==> src/hdl/WritebackTypes.sv <==
/*
 * Shared types for the completion and writeback backend:
 * sizes, execution-state encoding, result, recovery and write structs,
 * and the selective flush range test.
 */
package WritebackTypes;

    // Active list and physical register sizes
    localparam int ActiveListPtrWidth = 4;
    localparam int ActiveListEntries = 16;
    localparam int PhyRegNumWidth = 5;
    localparam int DataWidth = 32;

    typedef enum logic [1:0] {
        ExecNotFinished,
        ExecSuccess,
        ExecRefetch,
        ExecFault
    } ExecutionState;

    // One result entering a writeback stage
    typedef struct packed {
        logic valid;
        logic [ActiveListPtrWidth-1:0] activeListPtr;
        logic isStore;
        logic writeReg;
        logic [PhyRegNumWidth-1:0] phyDstRegNum;
        logic [DataWidth-1:0] data;
        ExecutionState execState;
    } WbOp;

    // Flush window from the recovery logic, head inclusive and tail exclusive
    typedef struct packed {
        logic toRecoveryPhase;
        logic [ActiveListPtrWidth-1:0] flushHeadPtr;
        logic [ActiveListPtrWidth-1:0] flushTailPtr;
        logic flushAll;
    } RecoveryRange;

    typedef struct packed {
        logic we;
        logic [PhyRegNumWidth-1:0] num;
        logic [DataWidth-1:0] data;
    } RegWrite;

    typedef struct packed {
        logic we;
        logic [ActiveListPtrWidth-1:0] ptr;
        ExecutionState state;
    } AlWrite;

    // True when ptr falls in the circular flush window or flush-all is set
    function automatic logic SelectiveFlush(
        RecoveryRange range,
        logic [ActiveListPtrWidth-1:0] ptr
    );
        logic inRange;
        if (range.flushHeadPtr <= range.flushTailPtr) begin
            // Not wrapped, equal pointers give an empty window
            inRange = (ptr >= range.flushHeadPtr) && (ptr < range.flushTailPtr);
        end else begin
            inRange = (ptr >= range.flushHeadPtr) || (ptr < range.flushTailPtr);
        end
        return range.toRecoveryPhase && (range.flushAll || inRange);
    endfunction

endpackage
==> src/hdl/WritebackCore.sv <==
/*
 * Writeback backend top: memory and integer stages,
 * register port arbiter, register file and status table.
 */
`timescale 1ns/10ps

module WritebackCore (
    input  logic ctrl,
    input  logic rstN,
    input  WritebackTypes::WbOp memOp,
    input  WritebackTypes::WbOp intOp,
    input  WritebackTypes::RecoveryRange recovery,
    input  logic stall,
    input  logic clear,
    input  logic [WritebackTypes::PhyRegNumWidth-1:0] regReadNum,
    input  logic [WritebackTypes::ActiveListPtrWidth-1:0] alReadPtr,
    output logic [WritebackTypes::DataWidth-1:0] regReadData,
    output WritebackTypes::ExecutionState alReadState,
    output logic intBusy
);
    import WritebackTypes::*;

    AlWrite memAlWrite;
    AlWrite intAlWrite;
    RegWrite memRegReq;
    RegWrite intRegReq;
    RegWrite regWrite;
    logic intGrant;

    MemoryRegisterWriteStage memStage (
        .ctrl(ctrl), .rstN(rstN), .op(memOp), .recovery(recovery),
        .stall(stall), .clear(clear), .alWrite(memAlWrite), .regReq(memRegReq)
    );

    IntegerRegisterWriteStage intStage (
        .ctrl(ctrl), .rstN(rstN), .op(intOp), .recovery(recovery),
        .stall(stall), .clear(clear), .grant(intGrant),
        .alWrite(intAlWrite), .regReq(intRegReq), .busy(intBusy)
    );

    RegisterWriteArbiter arbiter (
        .memReq(memRegReq), .intReq(intRegReq), .regWrite(regWrite), .intGrant(intGrant)
    );

    RegisterFile regFile (
        .ctrl(ctrl), .rstN(rstN), .write(regWrite),
        .readNum(regReadNum), .readData(regReadData)
    );

    ActiveListStatus alStatus (
        .ctrl(ctrl), .rstN(rstN), .memWrite(memAlWrite), .intWrite(intAlWrite),
        .readPtr(alReadPtr), .readState(alReadState)
    );

endmodule

==> src/hdl/ActiveListStatus.sv <==
/*
 * Execution-state table of the active list.
 * Two write ports, one per writeback stage, one read port.
 */
`timescale 1ns/10ps

module ActiveListStatus (
    input  logic ctrl,
    input  logic rstN,
    input  WritebackTypes::AlWrite memWrite,
    input  WritebackTypes::AlWrite intWrite,
    input  logic [WritebackTypes::ActiveListPtrWidth-1:0] readPtr,
    output WritebackTypes::ExecutionState readState
);
    import WritebackTypes::*;

    ExecutionState states [ActiveListEntries];

    always_ff @(posedge ctrl or negedge rstN) begin
        if (!rstN) begin
            for (int i = 0; i < ActiveListEntries; i++) begin
                states[i] <= ExecNotFinished;
            end
        end else begin
            if (intWrite.we) begin
                states[intWrite.ptr] <= intWrite.state;
            end
            // Later assignment, so memory wins on a shared pointer
            if (memWrite.we) begin
                states[memWrite.ptr] <= memWrite.state;
            end
        end
    end

    assign readState = states[readPtr];

endmodule

==> src/hdl/RegisterFile.sv <==
/*
 * Physical register file, one write port and one
 * combinational read port.
 */
`timescale 1ns/10ps

module RegisterFile (
    input  logic ctrl,
    input  logic rstN,
    input  WritebackTypes::RegWrite write,
    input  logic [WritebackTypes::PhyRegNumWidth-1:0] readNum,
    output logic [WritebackTypes::DataWidth-1:0] readData
);
    import WritebackTypes::*;

    localparam int NumRegs = 1 << PhyRegNumWidth;

    logic [DataWidth-1:0] regs [NumRegs];

    always_ff @(posedge ctrl or negedge rstN) begin
        if (!rstN) begin
            for (int i = 0; i < NumRegs; i++) begin
                regs[i] <= '0;
            end
        end else if (write.we) begin
            regs[write.num] <= write.data;
        end
    end

    assign readData = regs[readNum];

endmodule

==> src/hdl/RegisterWriteArbiter.sv <==
/*
 * Fixed-priority selection for the single register file write port.
 * Memory results always win.
 */
`timescale 1ns/10ps

module RegisterWriteArbiter (
    input  WritebackTypes::RegWrite memReq,
    input  WritebackTypes::RegWrite intReq,
    output WritebackTypes::RegWrite regWrite,
    output logic intGrant
);
    import WritebackTypes::*;

    always_comb begin
        // Integer side gets any cycle the memory side leaves free
        intGrant = !memReq.we;
        if (memReq.we) begin
            regWrite = memReq;
        end else begin
            regWrite = intReq;
        end
    end

endmodule

==> src/hdl/IntegerRegisterWriteStage.sv <==
/*
 * Writeback stage for integer results.
 * Holds an op that lost the register port and reports busy.
 */
`timescale 1ns/10ps

module IntegerRegisterWriteStage (
    input  logic ctrl,
    input  logic rstN,
    input  WritebackTypes::WbOp op,
    input  WritebackTypes::RecoveryRange recovery,
    input  logic stall,
    input  logic clear,
    input  logic grant,
    output WritebackTypes::AlWrite alWrite,
    output WritebackTypes::RegWrite regReq,
    output logic busy
);
    import WritebackTypes::*;

    WbOp pipeReg;
    logic live;
    logic needPort;
    logic update;
    logic hold;

    always_comb begin
        // Op survives this cycle unless cleared or flushed
        live = pipeReg.valid && !clear && !SelectiveFlush(recovery, pipeReg.activeListPtr);
        needPort = pipeReg.writeReg && !pipeReg.isStore;
        update = live && !stall && (!needPort || grant);
        hold = live && needPort && !grant;
        busy = hold;
    end

    // A refused op stays put and is re-evaluated next cycle
    always_ff @(posedge ctrl or negedge rstN) begin
        if (!rstN) begin
            pipeReg <= '0;
        end else if (!stall && !hold) begin
            pipeReg <= op;
        end
    end

    always_comb begin
        alWrite.we = update;
        alWrite.ptr = pipeReg.activeListPtr;
        alWrite.state = pipeReg.execState;
    end

    // Request goes out while the op is live; the arbiter decides who writes
    always_comb begin
        regReq.we = live && !stall && needPort;
        regReq.num = pipeReg.phyDstRegNum;
        regReq.data = pipeReg.data;
    end

endmodule

==> src/hdl/MemoryRegisterWriteStage.sv <==
/*
 * Writeback stage for load and store results.
 * Pipeline register, flush filtering, active list update
 * and register file write request.
 */
`timescale 1ns/10ps

module MemoryRegisterWriteStage (
    input  logic ctrl,
    input  logic rstN,
    input  WritebackTypes::WbOp op,
    input  WritebackTypes::RecoveryRange recovery,
    input  logic stall,
    input  logic clear,
    output WritebackTypes::AlWrite alWrite,
    output WritebackTypes::RegWrite regReq
);
    import WritebackTypes::*;

    WbOp pipeReg;
    logic flush;
    logic update;

    // Pipeline register frozen under stall
    always_ff @(posedge ctrl or negedge rstN) begin
        if (!rstN) begin
            pipeReg <= '0;
        end else if (!stall) begin
            pipeReg <= op;
        end
    end

    always_comb begin
        flush = SelectiveFlush(recovery, pipeReg.activeListPtr);
        update = pipeReg.valid && !stall && !clear && !flush;
    end

    // Completion state goes to the active list on every update
    always_comb begin
        alWrite.we = update;
        alWrite.ptr = pipeReg.activeListPtr;
        alWrite.state = pipeReg.execState;
    end

    // Stores only touch the status table
    always_comb begin
        regReq.we = update && pipeReg.writeReg && !pipeReg.isStore;
        regReq.num = pipeReg.phyDstRegNum;
        regReq.data = pipeReg.data;
    end

endmodule

==> config.mk <==
export PLATFORM = sky130hd
export DESIGN_NAME = WritebackCore
export DESIGN_NICKNAME = d
export VERILOG_FILES = /design/src/hdl/WritebackTypes.sv /design/src/hdl/WritebackCore.sv /design/src/hdl/ActiveListStatus.sv /design/src/hdl/RegisterFile.sv /design/src/hdl/RegisterWriteArbiter.sv /design/src/hdl/IntegerRegisterWriteStage.sv /design/src/hdl/MemoryRegisterWriteStage.sv
export SDC_FILE = /design/constraint.sdc
export NUM_CORES = 2
export LEC_CHECK = 0
export ABC_AREA = 1
export BUFFER_PORTS_ARGS = -buffer_cell sky130_fd_sc_hd__buf_2
export CAP_MARGIN = 5
export CORE_UTILIZATION = 35
export DETAILED_ROUTE_END_ITERATION = 10
export PLACE_DENSITY_LB_ADDON = 0.1
export SKIP_CTS_REPAIR_TIMING = 1
export SLEW_MARGIN = 40
export SYNTH_ARGS = -nofsm -noshare
export SYNTH_HDL_FRONTEND = slang
export SYNTH_HIERARCHICAL = 1
export SYNTH_SLANG_ARGS = --single-unit
==> constraint.sdc <==
create_clock -name ctrl -period 3.15 [get_ports ctrl]
set_input_delay 0.4725 -clock ctrl [delete_from_list [all_inputs] [get_ports ctrl]]
set_output_delay 0.4725 -clock ctrl [all_outputs]
set_load 0.03 [all_outputs]
Word level (Yosys, flattened, before mapping):

Cells that the tools add are included.

* flip-flop bits (word level): 1148
* word-level logic and storage cells: 135
* output and inout port bits: 35

* order comparisons: 13
* reduce and logical (&&, ||, !) cells: 35
* multiplexer cells: 20
* bitwise logic cells: 5

Operators with widths (number)
* bitwise mux 1024 bit: 1
* binary-select mux 32 bit (select 5 bit): 1
* demux 32 bit (select 5 bit): 1
* 2-to-1 mux 32 bit: 5
* bitwise mux 32 bit: 2
* 2-to-1 mux 38 bit: 1
* logical AND 1 bit: 21
* demux 2 bit (select 4 bit): 2
* >= comparator 5 bit (second input constant): 3
* inverter 4 -> 5 bit: 3
* >= comparator 6 bit (second input constant): 2
* inverter 5 -> 6 bit: 2
* less-than comparator 5 x 1 -> 1 bit (second input constant): 2
* zero test 1 bit: 9
* binary-select mux 2 bit (select 4 bit): 1
* >= comparator 4 bit: 2
* less-than comparator 4 bit: 2
* 2-to-1 mux 2 bit: 4
* less-than comparator 6 x 1 -> 1 bit (second input constant): 1
* logical OR 1 bit: 5
* less-or-equal comparator 4 bit: 1
* 2-to-1 mux 1 bit: 2

Longest topological paths before layout:

* depth in word-level cells: 16
* mapped depth: 28
* gate-level depth less buffers: 25

Modules after synthesis:

The synthesis kept the hierarchy.

By module, submodules not included
* RegisterFile: area each 46453.3 um^2, times used 1, cells an instance 5878, seq. area each 25624.6 um^2
* IntegerRegisterWriteStage: area each 2615.0 um^2, times used 1, cells an instance 308, seq. area each 1151.1 um^2
* MemoryRegisterWriteStage: area each 2378.5 um^2, times used 1, cells an instance 205, seq. area each 1151.1 um^2
* ActiveListStatus: area each 2289.7 um^2, times used 1, cells an instance 368, seq. area each 800.8 um^2
* RegisterWriteArbiter: area each 496.7 um^2, times used 1, cells an instance 121, seq. area each 0.0 um^2

Least setup slack after synthesis:

No wires, ideal clock.

* path kind: reg-to-reg
* start point: register memStage.pipeReg, in the netlist memStage/alWrite[5]
* end point: register regFile/regs[278] in the netlist's numbering
* path slack: 157 ps
* clock period less this slack: 2993 ps
* required time: 3014 ps
* stages on the path, launching flop included: 23
* data arrival time: 2857 ps
* buffers on the path: 3
* path through: dfrtp_1 > ha_1 > nand2_1 > inv_1 > nand2_1 > nand2_1 > nor2_2 > nor2_1 > nor2_1 > nand2_1 > nand2_1 > nand2_2 > nor2_2 > buf_4 > buf_6 > nand2_1 > nand2_1 > inv_2 > nor3_4 > inv_2 > nor2_8 > buf_2 > a21oi_1

RTL lines
* from (decl): line MemoryRegisterWriteStage.sv:20 `WbOp pipeReg;`
* from (signal assigned): line MemoryRegisterWriteStage.sv:29 `pipeReg <= op;`
* to (signal, indexed assignment): line RegisterFile.sv:26 `regs[write.num] <= write.data;`
* to (decl): line RegisterFile.sv:18 `logic [DataWidth-1:0] regs [NumRegs];`

==> qor.csv <==
metric,value,unit
RD Place Congestion,0.805,
largest net degree at the start of global routing,111,
fraction of the mapped netlist area in simple logic gates,0.290,
"Seq/Total Area, Yosys",0.530,
syn nets,7017,
final wirelength,195000,um
Synth Area in Compound Gates,0.101,
final std cells w/o fill,9101,
Die Wd,396,um
Skew-Pair Late Insertion Delay,0.77,ns
hold crit path type,input port to flip-flop,
first-pass GRT wire length,296000,um
Synth cell types,32,
post-layout min period,3.47,ns
period utilization,1.10,
RSZ-0062 raised after global routing,yes,
status,finished with violations,
Worst Tran Pin Value,0.722,ns
"Design Area, Final",65300,um^2
PortBufs,149,
register bit total from synthesis,1148,
Pwr Total,37.0,mW
crit path DAT,3.00,ns
Final HPWL DP,122000,um
P_leak,31.0,nW
Power Density,566,nW/um^2
Synth Area in XOR/XNOR,0,
Max H-tree Level,4,
"Clk pin slew, worst setup/hold paths",0.05,ns
Cells after DPL,8746,
Initial DRC Count,4130,
fin. max-slew vios,0,
vias per cell,5.09,
Max-Cap Viols,0,
Main synth FF type,dfrtp_1,
number of global-route vias before repair,45000,
FILL cells,15600,
DRC Markers,0,
fin util,0.425,
Global Route Usage Sum,0.248,
CP max FO,4,
number of synthesized flops with an enable pin,0,
Slew Limit Headroom,0.518,
crit end category,primary output,
Post-Syn Area,54200,um^2
clock buffer depth,3,
Post-Synth Adder-Cell Area,0.00508,
die area,157000,um^2
Post-Syn Instances,6880,
setup tns final,-36.48,ns
DR WL/cell,21.5,um
Die H,396,um
CP Data Required Time,2.68,ns
Layout Nets,7079,
I/O pin cnt,150,
CTS Sinks,1148,
final setup skew,0.0222,ns
Final Worst Setup Slack,-0.322,ns
share of layout cells above drive strength 1,0.122,
Setup CP Type,flip-flop to primary output,
mux share of post-synthesis cell area,0.00914,
largest family of logic cells by synthesized area,simple AND/OR/NAND/NOR gates,
Vias,46300,
CORE AREA,154000,um^2
Area after DPL,59400,um^2
initial antenna violation count,5,
async set-reset flop share out of synthesis,1.00,
Std-Cell Rows,144,
Initial Util,0.352,
"Remaining Overflow, GRT",0,
CTS root buf,clkbuf_16,
Worst VDD drop,0.491,mV
syn avg cell area,7.88,um^2
violated checks,setup timing,
TritonCTS clock tree,yes,
Initial DRT Pass Iterations,7,
Final Setup Violations,585,
Max Clock Freq,0.288,GHz
Detail Route Antenna Nets,0,
Layout area overhead,20.5,%
Num CTS Buffers,139,
endpoints failing hold,0,
Worst setup SP type,flip-flop,
Ys Warns,6,
-- registers in the layout, indices dropped and copies added (netlist names) --
name and flops:
memStage/pipeReg 3, memStage/regReq 37, intStage/alWrite 6, intStage/regReq 37, alStatus/states 32, memStage/alWrite 6
intStage/pipeReg 3, regFile/regs 1024
-- power by group --
| group | total (mW) | switching, mW | internal [mW] |
|---|---|---|---|
| Sequential | 16.0 | 0.453 | 15.6 |
| Clock | 16.7 | 6.75 | 9.94 |
| Combinational | 4.31 | 2.84 | 1.47 |
| Total | 37.0 | 10.0 | 27.0 |
-- layout make-up --
class / instances / area [um^2] / share of cell area
tap: 2044 / 2560 / 0.0391
antenna: 1 / 2.50 / 0.0000383
sequential: 1148 / 28700 / 0.440
clock buffer: 206 / 4160 / 0.0637
timing repair buffer: 551 / 6430 / 0.0984
inverter: 156 / 614 / 0.00940
clock inverter: 49 / 591 / 0.00904
multi-input combinational: 4946 / 22300 / 0.341
-- cells by family (layout without fill, tap and decap cells) --
| kind of cell | count (synthesis) | after routing |
|---|---|---|
| adder cells (fa/ha/maj) | 22 | 22 |
| AND/OR/NAND/NOR | 3796 | 3796 |
| multiplexers | 44 | 44 |
| other | 0 | 1 |
| flip-flops | 1148 | 1148 |
| buffers and inverters | 786 | 962 |
| AO/OA/AOI/OAI | 1084 | 1084 |
-- stage by stage --
stage | setup WS, ns | hold slack, ns
2_1_floorplan | 0.0412 | 0.177
3_3_place_gp | -0.588 | 0.456
3_5_place_dp | -0.623 | 0.459
4_1_cts | -0.681 | -0.348
5_1_grt | -0.495 | 0.00227
6_report | -0.322 | 0.0118
-- layer usage --
metal  track usage  routed length [um]  share of wire
met1         0.348               90300           0.46
met2         0.408               92900           0.48
met3        0.0262                7630          0.039
met4        0.0616                4450          0.023
met5             0                   0              0
-- Yosys cell counts, types with 2 or more instances --
cell | n | area (um^2)
a22oi_1 | 2 | 15.0
clkbuf_1 | 385 | 1450
nor3_1 | 3 | 15.0
a21oi_1 | 177 | 886
nor2_1 | 195 | 732
nor3_2 | 9 | 90.1
nor3_4 | 4 | 65.1
buf_1 | 36 | 135
buf_4 | 106 | 796
o211ai_1 | 9 | 67.6
ha_1 | 22 | 275
buf_2 | 89 | 445
nor2_2 | 6 | 37.5
nand3_2 | 16 | 160
nor2_8 | 5 | 100
nand3_1 | 839 | 4200
o22ai_1 | 4 | 25.0
nor2_4 | 3 | 33.8
o21bai_1 | 2 | 15.0
inv_2 | 18 | 67.6
buf_6 | 14 | 158
o21ai_0 | 815 | 4080
o21ai_1 | 75 | 375
inv_1 | 137 | 514
nand2_1 | 2691 | 10100
nand2_2 | 22 | 138
mux2_2 | 44 | 495
dfrtp_1 | 1148 | 28700
-- path summary, 6_finish.rpt --
path                       cells after the start                start  slack [ns]                   to
setup / recovery                              17  memStage/alWrite[5]       -0.32              intBusy
hold / removal                                 3            intOp[18]        0.01  intStage/regReq[16]
setup reg to reg                              22  memStage/alWrite[5]       -0.22     regFile/regs[48]
hold reg to reg                                2   intStage/regReq[5]        0.47   intStage/regReq[5]
max in group asynchronous                      3                 rstN        1.80  intStage/regReq[21]
min in group asynchronous                      2                 rstN        0.28    regFile/regs[433]
-- critical path, cell delays in order, from the launching register on --
cell and delay [ns]:
dfrtp_2 0.45, ha_4 0.24, a21oi_1 0.17, nand2_1 0.08
nor2_2 0.10, nor2_1 0.06, nor2_1 0.10, nand2_1 0.06
nand2_1 0.08, nand2_2 0.08, nor2_4 0.19, inv_4 0.05
buf_6 0.13, nor2_4 0.08, buf_6 0.10, nand3_4 0.07
inv_2 0.07, buf_6 0.12
-- layout by cell type (no fill, tap or decap), drive strengths merged, types with 2 or more instances in the layout --
cell type	instances
dlygate4sd3	87
clkinv	30
nand3	856
bufinv	9
nand2	2714
nor3	16
ha	22
o21ai	890
clkbuf	208
o22ai	4
o211ai	9
inv	163
mux2	44
o21bai	2
a21oi	177
buf	462
dfrtp	1148
nor2	209
a22oi	2
clkinvlp	3
Note: power is estimated with default switching activity, not from simulation.
